**config.mk**
```make
export PLATFORM = sky130hd
export DESIGN_NAME = riscExecute
export DESIGN_NICKNAME = d
export VERILOG_FILES = /design/src/common/riscPkg.sv /design/src/riscCore/riscExecute.sv
export SDC_FILE = /design/constraint.sdc
export NUM_CORES = 2
export LEC_CHECK = 0
export BUFFER_PORTS_ARGS = -buffer_cell sky130_fd_sc_hd__buf_2
export CAP_MARGIN = 40
export CORE_MARGIN = 3
export CORE_UTILIZATION = 55
export DETAILED_ROUTE_END_ITERATION = 8
export GPL_ROUTABILITY_DRIVEN = 0
export PLACE_DENSITY = 0.75
export SYNTH_ARGS = -nofsm -noshare
export SYNTH_HDL_FRONTEND = slang
export SYNTH_SLANG_ARGS = --single-unit
```
**constraint.sdc**
```tcl
create_clock -name clk1 -period 9.7 [get_ports clk1]
set_input_delay 0.485 -clock clk1 [delete_from_list [all_inputs] [get_ports clk1]]
set_output_delay 0.485 -clock clk1 [all_outputs]
set_load 0.05 [all_outputs]
```
**src/common/riscPkg.sv**
```systemverilog
package riscPkg;

    typedef logic [31:0] wordT;     // Data or instruction word
    typedef logic [4:0]  regAddrT;  // Register file index

    // Opcode field, bits 31:26
    typedef enum logic [5:0] {
        ADD   = 6'd0,
        SUB   = 6'd1,
        AND   = 6'd2,
        OR    = 6'd3,
        SLT   = 6'd4,
        MUL   = 6'd5,
        LW    = 6'd8,
        SW    = 6'd9,
        ADDI  = 6'd10,
        SUBI  = 6'd11,
        SLTI  = 6'd12,
        BNEQZ = 6'd13,
        BEQZ  = 6'd14,
        HLT   = 6'd63
    } opcodeT;

    typedef enum logic [2:0] {
        RR_ALU    = 3'd0,
        RM_ALU    = 3'd1,
        LOAD      = 3'd2,
        STORE     = 3'd3,
        BRANCH    = 3'd4,
        HALT      = 3'd5,
        NOP_CLASS = 3'd6    // Bubble
    } instrClassT;

endpackage

```
**src/riscCore/riscExecute.sv**
```systemverilog
`timescale 1ns/10ps

module riscExecute (
    input  logic                 clk1,
    input  logic                 rstN,
    input  logic                 halted,
    input  riscPkg::wordT        idIr,
    input  riscPkg::wordT        idNpc,
    input  riscPkg::wordT        idA,
    input  riscPkg::wordT        idB,
    input  riscPkg::wordT        idImm,
    input  riscPkg::instrClassT  idClass,
    output riscPkg::wordT        exIr,
    output riscPkg::wordT        exAlu,
    output riscPkg::wordT        exB,
    output riscPkg::instrClassT  exClass,
    output logic                 branchTaken,
    output riscPkg::wordT        branchTarget
);

    logic [5:0]    op;
    riscPkg::wordT aluOut;

    assign op           = idIr[31:26];
    assign branchTarget = idNpc + idImm;
    assign branchTaken  = (idClass == riscPkg::BRANCH) &&
                          (((op == riscPkg::BEQZ) && (idA == '0)) ||
                           ((op == riscPkg::BNEQZ) && (idA != '0)));

    always_comb begin
        aluOut = '0;
        case (idClass)
            riscPkg::RR_ALU: begin
                case (op)
                    riscPkg::ADD: aluOut = idA + idB;
                    riscPkg::SUB: aluOut = idA - idB;
                    riscPkg::AND: aluOut = idA & idB;
                    riscPkg::OR:  aluOut = idA | idB;
                    riscPkg::SLT: aluOut = {31'd0, $signed(idA) < $signed(idB)};
                    riscPkg::MUL: aluOut = idA * idB;   // Low word only
                    default:      aluOut = '0;
                endcase
            end
            riscPkg::RM_ALU: begin
                case (op)
                    riscPkg::ADDI: aluOut = idA + idImm;
                    riscPkg::SUBI: aluOut = idA - idImm;
                    riscPkg::SLTI: aluOut = {31'd0, $signed(idA) < $signed(idImm)};
                    default:       aluOut = '0;
                endcase
            end
            riscPkg::LOAD, riscPkg::STORE: aluOut = idA + idImm;   // Effective address
            riscPkg::BRANCH:               aluOut = branchTarget;
            default:                       aluOut = '0;
        endcase
    end

    always_ff @(posedge clk1) begin
        if (!rstN) begin
            exClass <= riscPkg::NOP_CLASS;
        end else if (!halted) begin
            exClass <= branchTaken ? riscPkg::NOP_CLASS : idClass;
        end
    end

    // EX/MEM payload
    always_ff @(posedge clk1) begin
        if (!halted) begin
            exIr  <= idIr;
            exAlu <= aluOut;
            exB   <= idB;
        end
    end

endmodule

```
==> reports/qor.yml <==
synth_seq_cells: 99
cts_tree: "yes"
placed_cells: 4235
die_x_um: 233
postSynthAreaPerCell_um2: 8.40
grt-ovfl-total: 0
numCtsBuffers: 9
setup_tns_ns: 0
cts.sink_count: 99
cts-resized-gates: 0
drc_errors: 0
first_iter_violations: 3395
yosys_warnings: 0
core_area_um2: 50600
area.sequential_um2: 2940
arrival_ns: 8.46
clock.fmax_mhz: 120
vias: 27100
yosysTopAreaCell: "fa_1"
wire_per_inst_um: 24.6
ctsHtreeMaxLevel: 3
postCtsSetupBuffers: 0
synth_top_area_share_pct: 29.1
grt_pass1_wl_um: 158000
dpl_worst_slack_ns: 1.30
crit_path_start_kind: "primary input"
final_core_util_pct: 61.1
totalWireLength_um: 105000
worstPathMaxFanout: 14
drive_gt1_share_pct: 11.6
postCtsHoldBufs: 0
worst_setup_path_end_kind: "register"
drtPass1Iterations: 9
ant_nets: 0
finalWorstSetupSlack_ns: 1.39
tightest_slew_ns: 0.988
post_layout_nonfiller_instances: 4253
crit_type: "in2reg"
netlist_top_cells_area: "fa_1 (29%), ha_1 (14%), edfxtp_1 (10%), inv_1 (6.9%), nor2_1 (5.9%)"
antenna_found_initial: 1
io_buffers: 297
hpwl_um: 82100
synthCells: 3375
slew_viol_final: 0
clockRootBuffer: "clkbuf_16"
io_pins: 298
required_ns: 9.85
final_cell_mix: "inv_1 (519), nor2_1 (449), fa_1 (413), ha_1 (313)"
ys_types: 98
grt_max_degree: 95
setup_viol: 0
multi_input_area_um2: 22800
synth_area_um2: 28400
final_common_cell: "inv_1"
hold_violations: 0
fin_crit_sh_pct: 85.7
status: "complete, no violations"
clk_latency_ns: 0.42
synth-async-reset-ratio_pct: 0
cts_buffer_depth: 2
synthFlopType: "edfxtp_1"
synth.net_count: 4267
clkTransAtPathRegs_ns: 0.10
grt_use_total_pct: 38.8
die_area_um2: 54300
period_needed_ns: 8.31
synth_edf_count: 96
fin_skew_ns: 0
slew_headroom_pct: 33.6
rsz0062_at_grt: "no"
viasPerCell: 6.36
rows: 82
num-nets-final: 4466
hold_class: "in2reg"
drv_cap: 0
n_fill_cell: 4531
grt_pass1_vias: 26500
area_growth_pct: 8.92
initial_core_util_pct: 56.1
die_y_um: 233
synth_seq_area_share_pct: 10.4
-- per-stage QoR --
step / hold slack, ns / instance area (um^2)
floorplan: 0.547 / 28400
CTS: 0.222 / 30900
finish: 0.230 / 30900
global route: 0.228 / 30900
global placement: 0.459 / 30400
detailed placement: 0.465 / 30600
-- flip-flops by register name (all words and copies together), names as in the netlist --
| name | count |
|---|---|
| exAlu | 32 |
| exB | 32 |
| exIr | 32 |
| exClass | 3 |
-- synth_stat cells, drive strengths merged, types with 9 or more instances --
master and instances:
xor2 47, o21bai 28, a32oi 9, a22oi 13, inv 527, o21a 21, o31ai 18, and3 28
o21ai 107, o22ai 24, clkinv 12, buf 37, o2111ai 10, nand4 10, a221oi 27, a21oi 173
a221o 16, nor4 19, nand2 296, nor3 51, a211oi 22, nand2b 30, a211o 10, o221ai 17
or3 19, clkbuf 120, fa 413, xnor2 107, nand3 42, nor2 449, or2 16, a21o 48
nor2b 31, ha 313, edfxtp 96, a31oi 24, o211ai 30
-- cell families after synthesis --
family / Yosys count / share of synthesized area [%]
compound gates: 664 / 16.3
xor+xnor: 154 / 4.76
fa+ha+maj: 726 / 43.0
buf+inv: 696 / 9.40
flops: 99 / 10.4
mux: 10 / 0.362
simple gates: 1026 / 15.9
-- cell type report --
class | count | share of cell area, %
Antenna cell | 2 | 0.0162
Clock inverter | 7 | 0.223
Multi-Input combinational cell | 2580 | 73.7
Tap cell | 672 | 2.72
Sequential cell | 99 | 9.53
Inverter | 539 | 6.56
Clock buffer | 9 | 0.729
Timing Repair Buffer | 345 | 6.53
-- worst max-delay path, stage by stage --
cell	delay [ns]
buf_2	0.45
inv_1	0.48
nor2_1	0.25
fa_1	0.46
fa_1	0.49
fa_1	0.51
inv_1	0.05
fa_1	0.48
inv_1	0.05
fa_1	0.50
inv_1	0.06
fa_1	0.55
inv_1	0.05
fa_1	0.49
fa_1	0.42
ha_1	0.38
and3_1	0.25
nand3_1	0.14
o31ai_1	0.78
a21oi_1	0.18
xor2_1	0.25
o221ai_1	0.14
a221oi_1	0.41
o211ai_1	0.14
-- final timing paths --
kind / startpoint / endpoint / slack [ns] / cells past startpoint
setup / recovery: idA[12] / exAlu[27] / 1.39 / 24
hold / removal: idIr[2] / exIr[2] / 0.23 / 1
setup reg to reg: exClass[1] / exClass[1] / 9.07 / 2
hold reg to reg: exClass[2] / exClass[2] / 0.51 / 2
-- routing by layer --
metal  wire length, um  GRT usage [%]
met1             37200           49.7
met3             15200           11.7
met2             43900           57.7
met4              8480           23.9
met5                 0              0
Power is not shown: default switching activity piles up to over one toggle a cycle in this logic, so the estimate is an artifact.
