### src/common/riscPkg.sv
package riscPkg;

    typedef logic [31:0] wordT;     // Data or instruction word
    typedef logic [4:0]  regAddrT;  // Register file index

    // Opcode field, bits 31:26
    typedef enum logic [5:0] {
        ADD   = 6'd0,
        SUB   = 6'd1,
        AND   = 6'd2,
        OR    = 6'd3,
        SLT   = 6'd4,
        MUL   = 6'd5,
        LW    = 6'd8,
        SW    = 6'd9,
        ADDI  = 6'd10,
        SUBI  = 6'd11,
        SLTI  = 6'd12,
        BNEQZ = 6'd13,
        BEQZ  = 6'd14,
        HLT   = 6'd63
    } opcodeT;

    typedef enum logic [2:0] {
        RR_ALU    = 3'd0,
        RM_ALU    = 3'd1,
        LOAD      = 3'd2,
        STORE     = 3'd3,
        BRANCH    = 3'd4,
        HALT      = 3'd5,
        NOP_CLASS = 3'd6    // Bubble
    } instrClassT;

endpackage

### src/riscCore/riscMemWb.sv
`timescale 1ns/10ps

module riscMemWb (
    input  logic                 clk1,
    input  logic                 rstN,
    input  riscPkg::wordT        exIr,
    input  riscPkg::wordT        exAlu,
    input  riscPkg::wordT        exB,
    input  riscPkg::instrClassT  exClass,
    input  riscPkg::wordT        dataRdData,
    output riscPkg::wordT        dataAddr,
    output riscPkg::wordT        dataWrData,
    output logic                 dataWe,
    output logic                 wbWe,
    output riscPkg::regAddrT     wbAddr,
    output riscPkg::wordT        wbData,
    output logic                 halted
);

    riscPkg::instrClassT wbClass;

    assign dataAddr   = exAlu;
    assign dataWrData = exB;
    // A store right behind HLT must not land while halted is still rising
    assign dataWe     = (exClass == riscPkg::STORE) && !halted &&
                        (wbClass != riscPkg::HALT);

    assign wbWe = !halted && ((wbClass == riscPkg::RR_ALU) ||
                              (wbClass == riscPkg::RM_ALU) ||
                              (wbClass == riscPkg::LOAD));

    always_ff @(posedge clk1) begin
        if (!rstN) begin
            wbClass <= riscPkg::NOP_CLASS;
            halted  <= 1'b0;
        end else begin
            if (!halted) begin
                wbClass <= exClass;
            end
            if (wbClass == riscPkg::HALT) begin
                halted <= 1'b1;     // Sticky until reset
            end
        end
    end

    // MEM/WB payload
    always_ff @(posedge clk1) begin
        if (!halted) begin
            wbAddr <= (exClass == riscPkg::RR_ALU) ? exIr[15:11] : exIr[20:16];
            wbData <= (exClass == riscPkg::LOAD) ? dataRdData : exAlu;
        end
    end

endmodule

### config.mk
export PLATFORM = sky130hd
export DESIGN_NAME = riscMemWb
export DESIGN_NICKNAME = d
export VERILOG_FILES = /design/src/common/riscPkg.sv /design/src/riscCore/riscMemWb.sv
export SDC_FILE = /design/constraint.sdc
export NUM_CORES = 1
export LEC_CHECK = 0
export BUFFER_PORTS_ARGS = -buffer_cell sky130_fd_sc_hd__buf_4
export CAP_MARGIN = 15
export CORE_ASPECT_RATIO = 0.6
export CORE_UTILIZATION = 25
export CTS_CLUSTER_DIAMETER = 80
export DETAILED_ROUTE_END_ITERATION = 8
export MAX_ROUTING_LAYER = met4
export PLACE_DENSITY_LB_ADDON = 0.1
export SLEW_MARGIN = 20
export SYNTH_ARGS = -nofsm -noshare
export SYNTH_HDL_FRONTEND = slang
export SYNTH_SLANG_ARGS = --single-unit
### constraint.sdc
create_clock -name clk1 -period 2.2 [get_ports clk1]
set_clock_uncertainty 0.15 [all_clocks]
set_input_delay 0.11 -clock clk1 [delete_from_list [all_inputs] [get_ports clk1]]
set_output_delay 0.11 -clock clk1 [all_outputs]
set_load 0.02 [all_outputs]
==> flow_summary.yaml <==
power_and_ir_drop:
  seqPwrFrac: 0.419
  switching_share: 0.2404
  p_comb_frac: 0.254
  power_density_nw_per_um2: 575.8
  switchingPower_mw: 0.5387
  p_int_mw: 1.702
  p_leak_nw: 1.709
  p_clk_frac: 0.327
  peakVddDrop_mv: 0.2205
  total_power_mw: 2.241
clocking:
  cts-htree-levels: 2
  cts_resized: 0
  cts_setup_buffers: 0
  cts-buffers-inserted: 5
  cts_sinks: 41
  tritoncts: "yes"
  root_buffer: "clkbuf_16"
  clk_latency_ns: 0.28
  clk_pin_slew_worst_paths_ns: 0.06
  cts_buffer_depth: 2
floorplan:
  initial_core_util: 0.2603
  die_h_um: 75.26
  die_w_um: 124.1
  core_sq_um: 8588
  die_area_sq_um: 9338
  rows: 26
  ioPinCount: 237
timing:
  holdWs_ns: 0.009802
  finalWorstSetupSlack_ns: 0.3004
  fmax_mhz: 526.4
  drv_slew: 0
  rsz0062_at_grt: "no"
  fin_crit_sh: 0.8635
  setup_tns_ns: 0
  setup_viol: 0
  worst_pin_slew_ns: 0.3854
  finalCriticalPeriod_ns: 1.900
  hold_viol: 0
  maxSlewHeadroom: 0.7417
placed_design:
  routabilityCongestion: 0.7668
  hpwl_mm: 4.367
  port_buffers: 150
  dp_slack_ns: 0.5485
  dpl-instance-area_sq_um: 3014
setup_path:
  cp_top_family: "buffers and inverters"
  cp_cell_sequence: "dlygate4sd3_1 > buf_4 > nor3b_4 > buf_4 > mux2_2"
  crit_path_max_fanout: 24
  required_ns: 2.08
  setup.worst_path.end_class: "register"
  critical_path_buf_inv_count: 3
  cpMostUsedCell: "buf_4"
  reg2reg_depth: 3
  start_kind: "input port"
  r2r_slack_ns: 0.59
  r2r_end: "wbClass[1]"
  cp_slowest_stage_delay_ns: 0.55
  cp.arrival_ns: 1.78
  timing.rr.start: "halted"
  crit_type: "input port to register"
  cpMaxStageDelayCell: "dlygate4sd3_1"
synthesis:
  synth_top_family_by_area: "buffers and inverters"
  avgSynthCellArea_sq_um: 13.97
  syn_nets: 293
  syn_area_sq_um: 2236
  ys_types: 18
  synth-compound-area-share: 0.01007
  synth.area.mux_share: 0.1953
  synth_cells: 160
  ys_seq_area_frac: 0.5327
  yosys_warnings: 0
  synthAdderAreaFrac: 0
  synthXorXnorAreaFrac: 0
  ys_ff_latch: 41
  yosys.area_share.simple: 0.02854
worst_hold_path:
  hold_start: "exAlu[3]"
  hp-class: "input port to register"
  min_to: "wbData[3]"
  hold-path-cell-count: 2
global_routing:
  grt_pass1_vias: 1803
  grt_overflow_total: 0
  grt_antenna_before_repair: 0
  grt_pass1_wl_mm: 8.804
  grt_usage: 0.1362
  grt_max_degree: 25
status:
  status: "complete, no violations"
detailed_routing:
  via_count: 1744
  top_layer_used: "met4"
  drt_iter0_drc: 32
  wl_met1_mm: 2.356
  wl_met3_um: 502
  via_per_inst: 3.973
  routed-wl-met2_mm: 3.171
  dr.pass1.iters: 4
  drcViolationCount: 0
  wire_per_inst_um: 14.36
  routed_wl_mm: 6.304
  final_antenna_net_count: 0
final_layout:
  final_common_cell: "buf_4"
  final_cell_mix: "154 x buf_4, 73 x dlygate4sd3_1, 37 x edfxtp_1"
  drive_gt1_frac: 0.6024
  n_antenna_cell: 0
  syn2layout_area_growth_pct: 74.03
  final_area_sq_um: 3891
  fin_nets: 459
flow_run:
  maxCapViolCount: 0
## power by group through the flow
stage	logic [mW]	clock network, mW	registers, mW
2_1_floorplan	0.248	0	1.03
3_3_place_gp	0.468	0	0.955
3_5_place_dp	0.468	0	0.956
4_1_cts	0.573	0.766	0.940
5_1_grt	0.607	0.799	0.944
6_report	0.568	0.733	0.939
## metal layers
layer  track usage  vias to the layer above
met3       0.03788                       36
met1        0.1383                      791
met5             -                        -
met4       0.09127                        0
met2        0.2339                       83
li1              -                      834
## worst max path at each step
stage	depth (start not counted)	from	to	slack, ns
floorplan	2	halted	wbAddr[0]	0.35
finish	5	exClass[2]	wbData[4]	0.30
CTS	5	exClass[2]	wbData[4]	0.30
global route	5	exClass[2]	wbData[4]	0.25
detailed placement	4	exClass[2]	wbData[4]	0.55
global placement	4	exClass[2]	wbData[3]	0.55
## layout make-up
cell class              instances  area (sq um)
clock buffers                   8         146.4
repair buffers                227          1887
flip-flops and latches         41          1191
inverters                       1         3.754
fillers                       811          4697
multi-input cells              50         523.0
well taps                     112         140.1
## metrics by stage
stage,util,instances
after global routing,0.4531,439
after CTS,0.4531,439
after detailed placement,0.3510,358
after global placement,0.3510,358
final,0.4531,439
after floorplan,-,160
## timing repair
| item | in CTS | in global routing |
|---|---|---|
| endpoints found under the hold margin | 40 | 0 |
| setup endpoints to repair | 0 | 0 |
| hold buffers | 73 | 0 |
## Yosys cell counts, drive strengths merged
library cell  number  area, sq um
nor3               1        10.01
dfxtp              4        80.08
nor3b              1        18.77
edfxtp            37         1111
and3b              1        8.760
nand2b             1        6.260
nand2              3        11.26
nor4b              1        8.760
mux2              37        416.7
mux2i              2        20.02
inv                1        3.750
buf               67        514.2
a21boi             1        7.510
clkbuf             1        3.750
o21a               1        7.510
a211oi             1        7.510
## sequential cells by signal (all words and copies together) (netlist names)
signal / flops
wbData: 32
halted: 1
wbClass: 3
wbAddr: 5
## cells by family (layout without fill, tap and decap cells)
logic type             Yosys count  count (layout)
buffers and inverters           69             236
DFF                             41              41
muxes                           39              39
and+or+nand+nor                  8               8
AOI/OAI and AO/OA                3               3
## worst register-to-register path, cell delays in order (launching register included)
cell,delay [ns]
dfxtp_1,0.51
mux2i_1,0.23
nand2_1,0.06
dlygate4sd3_1,0.54
No activity file was read; power rests on OpenSTA's default activity.
