`src/common/riscPkg.sv`:
```
package riscPkg;

    typedef logic [31:0] wordT;     // Data or instruction word
    typedef logic [4:0]  regAddrT;  // Register file index

    // Opcode field, bits 31:26
    typedef enum logic [5:0] {
        ADD   = 6'd0,
        SUB   = 6'd1,
        AND   = 6'd2,
        OR    = 6'd3,
        SLT   = 6'd4,
        MUL   = 6'd5,
        LW    = 6'd8,
        SW    = 6'd9,
        ADDI  = 6'd10,
        SUBI  = 6'd11,
        SLTI  = 6'd12,
        BNEQZ = 6'd13,
        BEQZ  = 6'd14,
        HLT   = 6'd63
    } opcodeT;

    typedef enum logic [2:0] {
        RR_ALU    = 3'd0,
        RM_ALU    = 3'd1,
        LOAD      = 3'd2,
        STORE     = 3'd3,
        BRANCH    = 3'd4,
        HALT      = 3'd5,
        NOP_CLASS = 3'd6    // Bubble
    } instrClassT;

endpackage

```
`src/riscCore/riscFetch.sv`:
```
`timescale 1ns/10ps

module riscFetch (
    input  logic           clk1,
    input  logic           rstN,
    input  logic           run,
    input  logic           halted,
    input  logic           branchTaken,
    input  riscPkg::wordT  branchTarget,
    input  riscPkg::wordT  fetchData,
    output riscPkg::wordT  fetchAddr,
    output riscPkg::wordT  ifIr,
    output riscPkg::wordT  ifNpc,
    output logic           ifValid
);

    riscPkg::wordT pc;

    assign fetchAddr = pc;

    always_ff @(posedge clk1) begin
        if (!rstN || !run) begin
            pc      <= '0;          // Start from address 0 when run rises
            ifValid <= 1'b0;
        end else if (!halted) begin
            if (branchTaken) begin
                pc      <= branchTarget;
                ifValid <= 1'b0;    // Word fetched this cycle is wrong path
            end else begin
                pc      <= pc + 32'd1;
                ifValid <= 1'b1;
            end
        end
    end

    // IF/ID payload
    always_ff @(posedge clk1) begin
        if (!halted) begin
            ifIr  <= fetchData;
            ifNpc <= pc + 32'd1;
        end
    end

endmodule

```
`config.mk`:
```
export PLATFORM = sky130hd
export DESIGN_NAME = riscFetch
export DESIGN_NICKNAME = d
export VERILOG_FILES = /design/src/common/riscPkg.sv /design/src/riscCore/riscFetch.sv
export SDC_FILE = /design/constraint.sdc
export NUM_CORES = 1
export LEC_CHECK = 0
export BUFFER_PORTS_ARGS = -buffer_cell sky130_fd_sc_hd__buf_2
export CAP_MARGIN = 10
export CORE_AREA = 4 4 82 115
export DETAILED_ROUTE_END_ITERATION = 16
export DIE_AREA = 0 0 86 119
export HOLD_SLACK_MARGIN = 0.02
export PLACE_DENSITY_LB_ADDON = 0.12
export SYNTH_ARGS = -nofsm -noshare
export SYNTH_HDL_FRONTEND = slang
export SYNTH_SLANG_ARGS = --single-unit
export TNS_END_PERCENT = 50
```
`constraint.sdc`:
```
create_clock -name clk1 -period 5.55 [get_ports clk1]
set_input_delay 1.11 -clock clk1 [delete_from_list [all_inputs] [get_ports clk1]]
set_output_delay 1.11 -clock clk1 [all_outputs]
set_load 0.02 [all_outputs]
```
==> impl_metrics.json <==
{
  "arrival_ns": 3.01,
  "grt.total_usage_pct": 21.8,
  "multi_input_comb_area_um2": 1660,
  "ant_nets": 0,
  "regToRegSetupSlack_ns": 2.95,
  "drtIter0Drc": 198,
  "critical_path_buf_inv_count": 3,
  "critPathSlowestCell": "inv_2",
  "worstReg2RegEnd": "fetchAddr[30]",
  "post_synth_fa_ha_maj_area_fraction_pct": 0.287,
  "coreArea_um2": 8460,
  "synth_mux_area_share_pct": 1.84,
  "min_from": "ifValid",
  "n_antenna_cell": 0,
  "dieArea_um2": 10200,
  "start_kind": "input port",
  "critPathTopFamily": "buffers and inverters",
  "r2r-start": "fetchAddr[0]",
  "crit_chain": "buf_2 -> inv_2 -> buf_4 -> o21ai_0 -> nand2_1 -> a21oi_1",
  "clock.fmax_mhz": 353,
  "synth_flop_cell": "edfxtp_1",
  "wl_per_cell_um": 17.0,
  "die_w_um": 86,
  "first_pass_iters": 4,
  "status": "finished, final reports clean",
  "clock_latency_ns": 0.34,
  "critPathKind": "in -> reg",
  "p_int_uw": 1260,
  "yosysSeqAreaShare_pct": 59.3,
  "syn_to_final_growth_pct": 27.4,
  "place_area_um2": 5240,
  "num_io_pins": 166,
  "peakVddDrop_mv": 0.241,
  "cts_made_buffers": 9,
  "synth_top_family_by_area": "simple AND/OR/NAND/NOR gates",
  "cts_setup_buffers": 0,
  "synth_compound_area_share_pct": 12.2,
  "fin_tns_setup_ns": 0,
  "leakagePower_uw": 0.00234,
  "relSlewSlack_pct": 39.4,
  "vias_per_cell": 5.57,
  "fp-row-count": 40,
  "cts_resized": 0,
  "cp_max_fo": 45,
  "pwr-share-clk_pct": 39.4,
  "htree_levels": 3,
  "endpoint_kind": "register",
  "worstRegToRegCells": 6,
  "power_density_nw_per_um2": 295,
  "die_h_um": 119,
  "root_buffer": "clkbuf_16",
  "num_vias": 3659,
  "place_hpwl_um": 7940,
  "synth_cell_types": 48,
  "cts_buffer_depth": 2,
  "cts.sinks": 97,
  "antenna_found_initial": 0,
  "fillers": 703,
  "cts_hold_buf": 0,
  "finalMaxSlewViolations": 0,
  "tightest_slew_ns": 0.906,
  "drive_gt1_share_pct": 34.8,
  "synth_edf_count": 64,
  "grt-ovfl-total": 0,
  "grt_pass1_vias": 3543,
  "syn_area_um2": 4360,
  "finClkSkew_ns": 0.00548,
  "finalCritPeriodShare_pct": 51.0,
  "nets": 617,
  "gp_congestion": 0.855,
  "hold_viol": 0,
  "register_area_um2": 2580,
  "p_comb_share_pct": 10.1,
  "critPathRequiredTime_ns": 5.73,
  "crit_path_max_incr_delay_ns": 0.64,
  "setup_viol": 0,
  "whs_path_depth": 2,
  "cts.clk_slew.worst_paths_ns": 0.06,
  "whs_endpoint": "ifValid",
  "sw_frac_of_total_pct": 23.0,
  "portBuffers": 165,
  "layout_min_cycle_time_ns": 2.83,
  "post-route-cell-area_um2": 5550,
  "synth-simple-area-share_pct": 17.7,
  "wl_um": 11100,
  "initial_core_util_pct": 51.5,
  "synth_fp_nets": 463,
  "drv_cap": 0,
  "pwr-share-seq_pct": 50.4,
  "cts_tree": "yes",
  "yosys_warnings": 0,
  "ys_seq_elements": 97,
  "drcViolationCount": 0,
  "rsz0062_at_grt": "no",
  "grt_pass1_wl_um": 17700,
  "ys_async_sr_fraction_pct": 0,
  "postSynthAreaPerCell_um2": 11.1,
  "syn_inst": 393,
  "p_switching_uw": 377,
  "hp-class": "reg -> reg",
  "synth_xor_area_share_pct": 6.03,
  "grt_max_degree": 58
}
-- kinds of logic after synthesis --
| kind of cell | count (synthesis) |
|---|---|
| multiplexers | 8 |
| XOR/XNOR | 30 |
| flip-flops | 97 |
| AND/OR/NAND/NOR | 144 |
| AO/OA/AOI/OAI | 83 |
| buffers and inverters | 30 |
| adder cells (fa/ha/maj) | 1 |
-- metrics by stage --
stage          hold WS (ns)  instances  setup slack, ns  power, µW  util [%]
6_report              0.466        657             2.72       1640      65.7
5_1_grt               0.507        657             2.52       1700      65.7
4_1_cts               0.469        657             2.71       1650      65.7
3_5_place_dp          0.460        641             2.35       1010      62.0
3_3_place_gp          0.463        641             2.43       1000      62.0
2_1_floorplan         0.545        393             1.58        938         -
-- cell usage after synthesis (3+ instances only) --
library cell / number / area share, %
nor4_1: 4 / 0.57
a22oi_1: 9 / 1.6
nor2b_1: 4 / 0.57
mux2i_1: 8 / 1.8
a21oi_1: 23 / 2.6
o21ai_0: 16 / 1.8
clkbuf_1: 19 / 1.6
edfxtp_1: 64 / 44
and4_1: 6 / 1.2
o211ai_1: 3 / 0.52
buf_2: 3 / 0.34
or3_1: 3 / 0.43
xnor2_1: 20 / 4.0
xor2_1: 10 / 2.0
and2_1: 3 / 0.43
o22ai_1: 5 / 0.72
a31oi_1: 8 / 1.1
dfxtp_1: 33 / 15
nor2_1: 28 / 2.4
nand2_1: 37 / 3.2
o31a_1: 3 / 0.60
nor3_1: 6 / 0.69
a22o_1: 4 / 0.80
nand3_1: 21 / 2.4
and3_1: 9 / 1.3
inv_1: 4 / 0.34
nand4_1: 11 / 1.6
buf_1: 3 / 0.26
-- area by class of cell --
cell class / instances / area share (%)
Clock buffer: 11 / 4.19
Clock inverter: 5 / 1.44
Inverter: 5 / 0.338
Multi-Input combinational cell: 266 / 29.9
Sequential cell: 97 / 46.5
Tap cell: 105 / 2.37
Timing Repair Buffer: 168 / 15.3
-- sequential cells by signal, indices dropped and copies added (netlist names) --
signal and flops:
fetchAddr 32, ifIr 32, ifNpc 32, ifValid 1
-- worst max path at each step --
stage          slack, ns       endpoint   start  cells after the start
6_report            2.72   fetchAddr[9]  halted                      6
5_1_grt             2.52   fetchAddr[9]  halted                      6
4_1_cts             2.71   fetchAddr[9]  halted                      6
3_5_place_dp        2.35   fetchAddr[9]  halted                      6
3_3_place_gp        2.43   fetchAddr[9]  halted                      6
2_1_floorplan       1.58  fetchAddr[10]  halted                      6
-- tightest hold or removal path: stages, from the launching register on --
cell and delay [ns]:
dfxtp_1 0.31, nand2_1 0.06, a21oi_1 0.05
-- cell usage in the layout (no fill, tap or decap), drive strengths merged, types with 3 or more instances in the layout --
cell / instances
nand4: 11
xnor2: 20
o211ai: 3
o31a: 4
a21oi: 23
edfxtp: 64
clkbuf: 11
nor2b: 4
nor2: 28
nor4: 6
clkinv: 3
nand2: 37
o22ai: 5
inv: 4
mux2i: 8
buf: 168
and4: 6
o21ai: 16
or3: 3
and3: 11
a22oi: 9
a31oi: 8
a22o: 4
xor2: 10
nor3: 7
and2: 3
nand3: 23
dfxtp: 33
-- power by group through the flow --
stage	clock network, µW	registers, µW	logic, µW
after CTS	658	826	168
after floorplan	0	886	51.6
after global placement	0	840	165
after global routing	693	829	179
after detailed placement	0	841	167
final	646	826	166
-- routing by layer --
metal	vias to the layer above	share of wire (%)	GRT usage [%]
met1	1707	40	27.2
met4	0	2.4	8.32
met3	21	7.5	4.36
met5	-	0	0
met2	158	50	36.8
li1	1773	-	-
Power figures use the tool's default switching activity.
