**src/common/riscPkg.sv**
```systemverilog
package riscPkg;

    typedef logic [31:0] wordT;     // Data or instruction word
    typedef logic [4:0]  regAddrT;  // Register file index

    // Opcode field, bits 31:26
    typedef enum logic [5:0] {
        ADD   = 6'd0,
        SUB   = 6'd1,
        AND   = 6'd2,
        OR    = 6'd3,
        SLT   = 6'd4,
        MUL   = 6'd5,
        LW    = 6'd8,
        SW    = 6'd9,
        ADDI  = 6'd10,
        SUBI  = 6'd11,
        SLTI  = 6'd12,
        BNEQZ = 6'd13,
        BEQZ  = 6'd14,
        HLT   = 6'd63
    } opcodeT;

    typedef enum logic [2:0] {
        RR_ALU    = 3'd0,
        RM_ALU    = 3'd1,
        LOAD      = 3'd2,
        STORE     = 3'd3,
        BRANCH    = 3'd4,
        HALT      = 3'd5,
        NOP_CLASS = 3'd6    // Bubble
    } instrClassT;

endpackage

```
**src/riscCore/riscDecode.sv**
```systemverilog
`timescale 1ns/10ps

module riscDecode (
    input  logic                 clk1,
    input  logic                 rstN,
    input  logic                 run,
    input  logic                 halted,
    input  riscPkg::wordT        ifIr,
    input  riscPkg::wordT        ifNpc,
    input  logic                 ifValid,
    input  logic                 branchTaken,
    input  logic                 wbWe,
    input  riscPkg::regAddrT     wbAddr,
    input  riscPkg::wordT        wbData,
    output riscPkg::wordT        idIr,
    output riscPkg::wordT        idNpc,
    output riscPkg::wordT        idA,
    output riscPkg::wordT        idB,
    output riscPkg::wordT        idImm,
    output riscPkg::instrClassT  idClass
);

    riscPkg::wordT       regFile [32];
    riscPkg::regAddrT    rs;
    riscPkg::regAddrT    rt;
    riscPkg::wordT       rsData;
    riscPkg::wordT       rtData;
    riscPkg::instrClassT decClass;

    assign rs = ifIr[25:21];
    assign rt = ifIr[20:16];

    // r0 reads zero and a same-cycle write bypasses the file
    assign rsData = (rs == '0) ? '0 :
                    (wbWe && wbAddr == rs) ? wbData : regFile[rs];
    assign rtData = (rt == '0) ? '0 :
                    (wbWe && wbAddr == rt) ? wbData : regFile[rt];

    always_ff @(posedge clk1) begin
        if (wbWe && wbAddr != '0) begin
            regFile[wbAddr] <= wbData;
        end
    end

    always_comb begin
        case (ifIr[31:26])
            riscPkg::ADD, riscPkg::SUB, riscPkg::AND,
            riscPkg::OR, riscPkg::SLT, riscPkg::MUL:  decClass = riscPkg::RR_ALU;
            riscPkg::ADDI, riscPkg::SUBI, riscPkg::SLTI: decClass = riscPkg::RM_ALU;
            riscPkg::LW:                              decClass = riscPkg::LOAD;
            riscPkg::SW:                              decClass = riscPkg::STORE;
            riscPkg::BNEQZ, riscPkg::BEQZ:            decClass = riscPkg::BRANCH;
            default:                                  decClass = riscPkg::HALT; // HLT and undefined
        endcase
    end

    always_ff @(posedge clk1) begin
        if (!rstN || !run) begin
            idClass <= riscPkg::NOP_CLASS;
        end else if (!halted) begin
            idClass <= (!ifValid || branchTaken) ? riscPkg::NOP_CLASS : decClass;
        end
    end

    // ID/EX payload
    always_ff @(posedge clk1) begin
        if (!halted) begin
            idIr  <= ifIr;
            idNpc <= ifNpc;
            idA   <= rsData;
            idB   <= rtData;
            idImm <= {{16{ifIr[15]}}, ifIr[15:0]};
        end
    end

endmodule

```
**config.mk**
```make
export PLATFORM = sky130hd
export DESIGN_NAME = riscDecode
export DESIGN_NICKNAME = d
export VERILOG_FILES = /design/src/common/riscPkg.sv /design/src/riscCore/riscDecode.sv
export SDC_FILE = /design/constraint.sdc
export NUM_CORES = 1
export LEC_CHECK = 0
export BUFFER_PORTS_ARGS = -buffer_cell sky130_fd_sc_hd__buf_2
export CAP_MARGIN = 20
export CELL_PAD_IN_SITES_DETAIL_PLACEMENT = 1
export CELL_PAD_IN_SITES_GLOBAL_PLACEMENT = 2
export CORE_UTILIZATION = 32
export DETAILED_ROUTE_END_ITERATION = 7
export PLACE_DENSITY_LB_ADDON = 0.08
export SETUP_SLACK_MARGIN = 0.05
export SLEW_MARGIN = 30
export SYNTH_ARGS = -nofsm -noshare
export SYNTH_HDL_FRONTEND = slang
export SYNTH_SLANG_ARGS = --single-unit
```
**constraint.sdc**
```tcl
create_clock -name clk1 -period 7.6 [get_ports clk1]
set_input_delay 1.14 -clock clk1 [delete_from_list [all_inputs] [get_ports clk1]]
set_output_delay 1.14 -clock clk1 [all_outputs]
set_load 0.03 [all_outputs]
```
==> impl_metrics.tcl, run 1 <==
set metrics [dict create \
    status "complete, no violations" \
    cts_tree "done" \
    synth_area_um2 52170 \
    p_switching_w 0.003641 \
    slew_viol_final 0 \
    crit_slowest_cell "nor3_1" \
    fin_crit_sh_pct 51.43 \
    power.density_nw_per_um2 247.6 \
    r2r_setup_slack_ps 5620 \
    p_leak_nw 19.41 \
    finalWorstSetupSlack_ps 3691 \
    synth_cells 2544 \
    critical_path.max_fanout 21 \
    fp.dieH_um 405.8 \
    synth.most_common_cell "edfxtp_1" \
    grt_max_degree 107 \
    clkPwrFrac_pct 42.4 \
    vias_per_cell 5.668 \
    postRouteAntennaNets 0 \
    routed_wl_mm 186.4 \
    first_pass_iters 5 \
    drc 0 \
    max-vdd-ir-drop_uv 229.7 \
    drt_iter0_markers 2375 \
    cts_buffers 139 \
    synth_area_leaders "edfxtp_1 66%, mux4_2 22%, mux2i_1 3.0%" \
    synth-edff-count 1152 \
    yosysSeqAreaShare_pct 66.43 \
    htreeDepth 4 \
    nFillCells 15680 \
    grt.met1_usage_pct 30.91 \
    seq_area_um2 34650 \
    fin_nets 2950 \
    comb_power_share_pct 9.4 \
    tightest_slew_ps 1008 \
    start_util_pct 32.38 \
    yosys.area.top_type "edfxtp_1" \
    ctsResizeCount 0 \
    netlist.area_leader.share_pct 66.31 \
    grt_pass1_wl_mm 257.3 \
    synth-seq-cells 1155 \
    core_um2 161100 \
    finalHoldViolCount 0 \
    antenna_found_initial 9 \
    hold_path_class "flip-flop to flip-flop" \
    syn_avg_cell_area_um2 20.51 \
    syn_to_final_growth_pct 16.12 \
    cts.path.max_buffers 3 \
    path_class "primary input to flip-flop" \
    cp.arrival_ps 4360 \
    cp_cell_sequence "buf_2, or3_4, o31ai_4, or3_2, buf_4, o22ai_1, nor3_1" \
    rsz0062_at_grt "no" \
    drive_above_1_share_pct 39.03 \
    met2_usage_pct 38.32 \
    cp-start-kind "primary input" \
    wl_per_cell_um 36.50 \
    worstSkewPairLatency_ps 780 \
    num_vias 28940 \
    min_period_ps 3909 \
    grt_pass1_vias 32100 \
    crit_required_ps 8050 \
    synthArstFlopShare_pct 0 \
    dpl.hpwl_mm 106.0 \
    clkTransAtPathRegs_ps 60 \
    port_buffers 270 \
    die_w_um 405.8 \
    multi_input_area_um2 16640 \
    switching_share_pct 24.27 \
    clock_skew_ps 21.87 \
    cts_root_buf "clkbuf_16" \
    setup_viol 0 \
    p_int_w 0.01136 \
    die-area_um2 164600 \
    endpoint_kind "flip-flop" \
    grtUsageTotal_pct 22.79 \
    rows 147 \
    clkSinkCount 1155 \
    synthTopCellsByCount "1,152 x edfxtp_1, 512 x mux4_2, 158 x mux2i_1" \
    max_freq_ghz 0.2558 \
    slew_headroom_pct 32.58 \
    post_cts_buffers 0 \
    max_stage_delay_ps 680 \
    io_pins 271 \
    finalSetupTns_ps 0 \
    gp_congestion 0.7594 \
    synthFlopType "edfxtp_1" \
    met3_usage_pct 3.395 \
    top_usage_layer "met2" \
    holdBufCountCts 0 \
    dp_slack_ps 3008 \
    ys_warn_count 0 \
    max_cap_viol_count 0 \
    power.share.sequential_pct 48.2 \
    grt_overflow_total 0 \
    synth.distinct_cells 46 \
]
-- path summary, 6_finish.rpt --
path / from / end / depth (start not counted)
worst max-delay path: wbAddr[2] / idB[31]$_SDFFCE_PN0N_ / 7
worst min-delay path: idClass[2]$_SDFFE_PP1N_ / idClass[2]$_SDFFE_PP1N_ / 2
worst max register to register: regFile[8][31]$_DFFE_PP_ / idB[31]$_SDFFCE_PN0N_ / 5
worst min register to register: idClass[2]$_SDFFE_PP1N_ / idClass[2]$_SDFFE_PP1N_ / 2
-- registers in the layout, summed over array words and instances (netlist names) --
name / flops
regFile: 1024
idA: 32
idB: 32
idIr: 32
idNpc: 32
idClass: 3
-- cells by family (layout without fill, tap and decap cells) --
| group | after synthesis | after routing | share of synthesized area (%) |
|---|---|---|---|
| mux | 703 | 703 | 25.85 |
| simple gates | 203 | 203 | 1.859 |
| other cells | 1 | 34 | 0.007188 |
| flops | 1155 | 1155 | 66.43 |
| compound gates | 236 | 236 | 3.132 |
| fa+ha+maj | 1 | 1 | 0.02398 |
| buf+inv | 235 | 604 | 2.535 |
| xor+xnor | 10 | 10 | 0.1679 |
-- final cells by class --
cell class	count	area share [%]
clock buffer	174	6.099
tap	2160	4.462
inverter	6	0.04544
clock inverter	70	0.9109
antenna	2	0.008262
sequential	1155	57.21
multi-input combinational	1185	27.47
timing repair buffer	354	3.798
-- placed cells by master (no fill, tap or decap), types with 9 or more instances in the layout --
cell / instances
nor3_2: 11
clkinv_1: 25
buf_2: 262
o2111a_1: 32
nor3_1: 20
clkbuf_16: 143
clkbuf_1: 31
o21ai_0: 27
clkinv_2: 25
nor2_4: 31
conb_1: 32
edfxtp_1: 1152
nand2_1: 36
mux4_2: 512
buf_4: 68
nor2_1: 70
mux2_2: 33
buf_16: 9
mux2i_1: 158
o22ai_1: 157
-- stage by stage --
stage / area (µm²) / hold WS [ps] / power, W / std cells / util, %
final: 60580 / 522.5 / 0.01500 / 5106 / 37.60
after global routing: 60570 / 497.2 / 0.01547 / 5104 / 37.59
after CTS: 60540 / 470.4 / 0.01521 / 5103 / 37.58
after detailed placement: 56300 / 524.0 / 0.008801 / 4859 / 34.94
after global placement: 56040 / 482.1 / 0.008777 / 4849 / 34.78
after floorplan: 52280 / 654.5 / 0.008241 / 2575 / -
-- worst max-delay path, delay by kind of cell --
family / cells / cell delay, ps
buffers and inverters: 2 / 860
AOI/OAI and AO/OA: 2 / 490
and+or+nand+nor: 3 / 1820
-- power by group through the flow --
stage                     Clock [W]  Sequential, W  Combinational, W
after floorplan                   0        0.00748          0.000765
after global placement            0        0.00736           0.00142
after detailed placement          0        0.00737           0.00143
after CTS                   0.00653        0.00724           0.00143
after global routing        0.00673        0.00725           0.00149
final                       0.00636        0.00724           0.00141
-- metal layers --
metal / share of wire [%] / routed length (µm)
met3: 5.0 / 9383
met4: 2.1 / 3907
met5: 0.013 / 25
met1: 43 / 80930
met2: 49 / 92140
(Power assumes the default switching activity.)
==> run 2, diff against run 1 <==
Clock period 7.6 ns to 3.2 ns, I/O delays scaled along.
==> run 2 against run 1 <==
Compared with the run above:
- sequential share of layout area down 1.7 points
- largest power group unchanged
- utilization rose by 1.2 points
- final area increased by 3.1%
==> impl_metrics.tcl, run 2 (synthesis results as in run 1) <==
set metrics [dict create \
    hold_path_class "primary input to flip-flop" \
    die-area_um2 164600 \
    final_common_cell "edfxtp_1" \
    worstSkewPairLatency_ps 780 \
    crit_required_ps 3660 \
    power.density_nw_per_um2 571.3 \
    start_util_pct 32.38 \
    vias_per_cell 5.585 \
    htreeDepth 4 \
    max_freq_ghz 0.4138 \
    first_pass_iters 7 \
    grt_pass1_wl_mm 256.1 \
    status "complete, no violations" \
    core_um2 161100 \
    die_w_um 405.8 \
    drc 0 \
    rows 147 \
    rsz0062_at_grt "no" \
    clock_skew_ps 30.26 \
    cp-start-kind "primary input" \
    path_class "primary input to flip-flop" \
    grt_overflow_total 0 \
    whs_endpoint "idIr[16]$_DFFE_PN_" \
    fin_crit_sh_pct 75.51 \
    r2r-start "regFile[13][11]$_DFFE_PP_" \
    grtUsageTotal_pct 22.57 \
    rr_worst_depth 5 \
    slew_headroom_pct 48.21 \
    drive_above_1_share_pct 40.02 \
    cp.arrival_ps 2880 \
    largest_register_ffs 1024 \
    ctsResizeCount 0 \
    finalHoldViolCount 0 \
    min_from "ifIr[16]" \
    grt_pass1_vias 32280 \
    min_path_cells 1 \
    max-vdd-ir-drop_uv 556.3 \
    critical_path.max_fanout 11 \
    tightest_slew_ps 771.0 \
    finalSetupTns_ps 0 \
    cts_tree "done" \
    wl_per_cell_um 35.04 \
    r2r_setup_slack_ps 1300 \
    setup_viol 0 \
    largest-register "regFile" \
    antenna_found_initial 13 \
    fin_nets 3107 \
    cts_buffers 140 \
    fin_area_um2 62480 \
    io_pins 271 \
    max_cap_viol_count 0 \
    p_leak_nw 20.28 \
    num_vias 29330 \
    gp_congestion 0.7962 \
    nFillCells 15530 \
    cts_root_buf "clkbuf_16" \
    drt_iter0_markers 2468 \
    syn_to_final_growth_pct 19.77 \
    post_dp_cell_area_um2 57680 \
    min_period_ps 2416 \
    slew_viol_final 0 \
    routed_wl_mm 184.0 \
    reg2reg_to "idB[11]$_SDFFCE_PN0N_" \
    cts.path.max_buffers 3 \
    mostFrequentLayoutCells "1,152 x edfxtp_1, 512 x mux4_2, 262 x buf_2, 158 x mux2i_1, 157 x o22ai_1" \
    grt_max_degree 53 \
    endpoint_kind "flip-flop" \
    clkSinkCount 1155 \
    power_w 0.03570 \
    postRouteAntennaNets 0 \
    dpl.hpwl_mm 110.6 \
    fp.dieH_um 405.8 \
    clkTransAtPathRegs_ps 50 \
    port_buffers 270 \
]
## run 2: changes by cell type in the layout (fill, tap and decap cells not counted), moves of 4 or more
cell and change:
buf_4 +45, dlygate4sd3_1 +57, buf_16 -9, clkinv_1 +6
clkbuf_1 -4, clkinv_2 -11, buf_6 -4, buf_12 +67
## run 2: through the flow
stage	setup slack (ps)	util [%]	std cells	hold WS [ps]
after floorplan	37.87	-	2575	551.8
after global placement	113.6	35.80	4959	491.9
after detailed placement	50.44	35.80	4959	515.9
after CTS	887.1	38.78	5251	31.06
after global routing	807.6	38.78	5252	59.45
final	783.5	38.78	5252	97.70
## run 2: power breakdown
group          total (W)  switching (W)  internal, W
clock network     0.0150        0.00623      0.00872
registers         0.0172       0.000159       0.0170
logic            0.00354        0.00215      0.00139
## run 2: area by class of cell
type,count,area [µm²],share of cell area (%)
diodes,1,2.502,0.004005
repair buffers,510,4258,6.815
inverters,6,26.28,0.04205
well taps,2160,2703,4.325
flip-flops and latches,1155,34650,55.46
clock buffers,171,3705,5.929
clock inverters,64,519.2,0.8310
multi-input cells,1185,16610,26.59
## run 2: layer usage
metal / vias to the layer above / wire [µm] / track usage (%)
met3: 222 / 7966 / 2.938
met5: - / 0 / 0
li1: 11910 / - / -
met2: 898 / 93130 / 38.87
met4: 0 / 4165 / 5.859
met1: 16300 / 78780 / 29.99
## run 2: worst max-delay path: stages
cell and delay [ps]:
buf_2 170, or3_4 480, o31ai_4 340, or3_2 240
buf_4 340, o22ai_1 160, nor3_1 620
## run 2: worst max path at each step
stage,endpoint,startpoint,depth (start not counted)
after floorplan,regFile[20][0]$_DFFE_PP_,wbAddr[4],6
after global placement,idB[31]$_SDFFCE_PN0N_,wbAddr[2],7
after detailed placement,idB[31]$_SDFFCE_PN0N_,wbAddr[2],7
after CTS,idB[31]$_SDFFCE_PN0N_,wbAddr[2],7
after global routing,idB[31]$_SDFFCE_PN0N_,wbAddr[2],7
final,idB[31]$_SDFFCE_PN0N_,wbAddr[2],7
## run 2: what timing repair did
action | CTS | global route
hold endpoints to repair | 57 | 0
setup buffers | 0 | 0
hold buffers | 57 | 0
endpoints found under the setup margin | 0 | 0
==> run 3, diff against run 2 <==
Settings changed: ABC_AREA set to 1.
Clock period 3.2 ns to 2.5 ns, I/O delays scaled along.
==> run 3 against run 2 <==
Compared with the run above:
- sequential share of layout area decreased by 6.8 points
- flip-flop and latch count unchanged
- non-clock buffer count is 158 higher
- sequential power increased by 28%
- combinational power up 71%
- global-route usage grew 7.0 points
==> impl_metrics.tcl, run 3 <==
set metrics [dict create \
    core_um2 183100 \
    final_common_cell "nand2_1" \
    synth_cells 6812 \
    yosysSeqAreaShare_pct 58.72 \
    ctsResizeCount 0 \
    fin_nets 7292 \
    rsz0062_at_grt "no" \
    synth_compound_area_share_pct 3.399 \
    grt_pass1_vias 51100 \
    first_pass_iters 5 \
    max-vdd-ir-drop_uv 677.4 \
    synth_area_um2 59010 \
    critical_path.max_fanout 2 \
    netlist.area_leader.share_pct 58.62 \
    crit_required_ps 3180 \
    cp.arrival_ps 2880 \
    setup_viol 0 \
    max_cap_viol_count 0 \
    max_freq_ghz 0.4555 \
    post-route-util_pct 38.89 \
    largest_register_ffs 1024 \
    path_class "primary input to flip-flop" \
    drt_iter0_markers 4202 \
    num_vias 51400 \
    cts_root_buf "clkbuf_16" \
    synth.most_common_cell "nand2_1" \
    htreeDepth 4 \
    cts_tree "done" \
    grtUsageTotal_pct 29.57 \
    cts.path.max_buffers 3 \
    synth-edff-count 1152 \
    grt_pass1_wl_mm 391.3 \
    nFillCells 21310 \
    endpoint_kind "flip-flop" \
    synth-seq-cells 1155 \
    synthMuxAreaShare_pct 0 \
    largest-register "regFile" \
    min_period_ps 2195 \
    finalHoldViolCount 0 \
    fp.dieH_um 431.4 \
    synthFlopType "edfxtp_1" \
    holdBufCountCts 70 \
    min_from "wbData[3]" \
    post_cts_buffers 0 \
    fin_crit_sh_pct 87.81 \
    yosys.area_share.simple_pct 28.98 \
    r2r_setup_slack_ps 730 \
    synthTopCellsByCount "2,394 x nand2_1, 1,383 x nand3_1, 1,152 x edfxtp_1" \
    start_util_pct 32.23 \
    power.density_nw_per_um2 683.6 \
    reg2reg_to "idB[10]$_SDFFCE_PN0N_" \
    antenna_found_initial 11 \
    die-area_um2 186100 \
    p_leak_nw 30.02 \
    synth_top_family_by_area "simple AND/OR/NAND/NOR gates" \
    rows 157 \
    grt_max_degree 71 \
    syn_to_final_growth_pct 20.64 \
    wl_per_cell_um 28.57 \
    worstSkewPairLatency_ps 820 \
    postRouteAntennaNets 0 \
    yosys.area.top_type "edfxtp_1" \
    rr_worst_depth 9 \
    slew_viol_final 0 \
    hold_path_class "primary input to flip-flop" \
    drive_above_1_share_pct 12.02 \
    min_path_cells 1 \
    ys_warn_count 0 \
    syn_avg_cell_area_um2 8.663 \
    dpl.hpwl_mm 166.0 \
    synth.distinct_cells 30 \
    finalSetupTns_ps 0 \
    synth_area_leaders "edfxtp_1 59%, nand2_1 15%, nand3_1 12%" \
    cts_buffers 144 \
    drc 0 \
    clock_skew_ps 29.34 \
    whs_endpoint "regFile[26][3]$_DFFE_PP_" \
    status "complete, no violations" \
    clkSinkCount 1155 \
    clkTransAtPathRegs_ps 60 \
    synth_fa_ha_area_share_pct 0.02120 \
    r2r-start "regFile[21][10]$_DFFE_PP_" \
    gp_congestion 0.8266 \
    synthArstFlopShare_pct 0 \
    mostFrequentLayoutCells "2,392 x nand2_1, 1,383 x nand3_1, 1,152 x edfxtp_1, 747 x inv_1, 263 x nor2_1" \
    slew_headroom_pct 50.75 \
    grt_overflow_total 0 \
    tightest_slew_ps 738.8 \
    cp-start-kind "primary input" \
    port_buffers 270 \
    io_pins 271 \
    die_w_um 431.4 \
    vias_per_cell 5.262 \
    synthXorXnorAreaFrac_pct 0.1187 \
    routed_wl_mm 279.1 \
]
run 3: cell count changes in the layout (fill, tap and decap cells not counted), sizes merged, moves of 43 or more:
cell,previous run,this run
nand2,38,2395
nand3,6,1385
inv,10,763
mux4,512,0
nor2,101,297
a21oi,2,166
mux2i,158,0
o22ai,157,0
buf,450,598
o211ai,1,88
o21ai,34,77
run 3: critical path, cell delays in order:
cell and delay [ps]:
dlygate4sd3_1 520, buf_2 100, nand2_1 30, dlygate4sd3_1 580, a21oi_1 110, dlygate4sd3_1 560, nand2_1 50, dlygate4sd3_1 550
run 3: worst max-delay path by stage:
stage,cells after the start,endpoint,start
5_1_grt,8,idClass[1]$_SDFFE_PP1N_,run
3_5_place_dp,11,idA[21]$_SDFFCE_PN0N_,ifIr[21]
4_1_cts,1,idB[24],idB[24]$_SDFFCE_PN0N_
6_report,8,idClass[1]$_SDFFE_PP1N_,run
2_1_floorplan,7,regFile[12][0]$_DFFE_PP_,wbAddr[3]
3_3_place_gp,11,idA[21]$_SDFFCE_PN0N_,ifIr[21]
run 3: final cells by class:
cell class              count  area, µm²  area share, %
diodes                      5      12.51        0.01757
clock buffers             177       3812          5.355
clock inverters            85      674.4         0.9473
inverters                 758       2887          4.054
multi-input cells        4456      19600          27.53
flip-flops and latches   1155      34650          48.67
well taps                2464       3083          4.330
repair buffers            668       6471          9.090
run 3: where the power goes:
part	internal, W	total [W]	switching (W)
clock	0.0117	0.0206	0.00892
combinational	0.00171	0.00605	0.00434
sequential	0.0218	0.0220	0.000236
total	0.0352	0.0487	0.0135
run 3: metal layers:
layer / part of all wire, % / GRT usage, % / up-vias
met5: 0.0082 / 0 / -
met4: 3.0 / 8.668 / 4
met3: 4.3 / 3.130 / 375
met2: 47 / 48.26 / 1371
met1: 46 / 41.33 / 26530
li1: - / - / 23120
run 3: through the flow:
stage	total power [W]	instances	setup WS (ps)	hold WS, ps	area (µm²)
final	0.04866	9768	304.7	58.96	71190
after global routing	0.05009	9765	243.8	38.42	71190
after CTS	0.04908	9763	343.3	0.4828	71180
after detailed placement	0.02838	9431	156.6	458.3	65990
after global placement	0.02835	9431	136.1	450.5	65990
after floorplan	0.02546	6843	-286.3	473.9	59190
run 3: kinds of logic (layout without fill, tap and decap cells):
kind of cell | after synthesis | in the layout
compound gates | 333 | 333
xor+xnor | 8 | 8
fa+ha+maj | 1 | 1
buf+inv | 1232 | 1688
flops | 1155 | 1155
other cells | 1 | 37
simple gates | 4082 | 4082
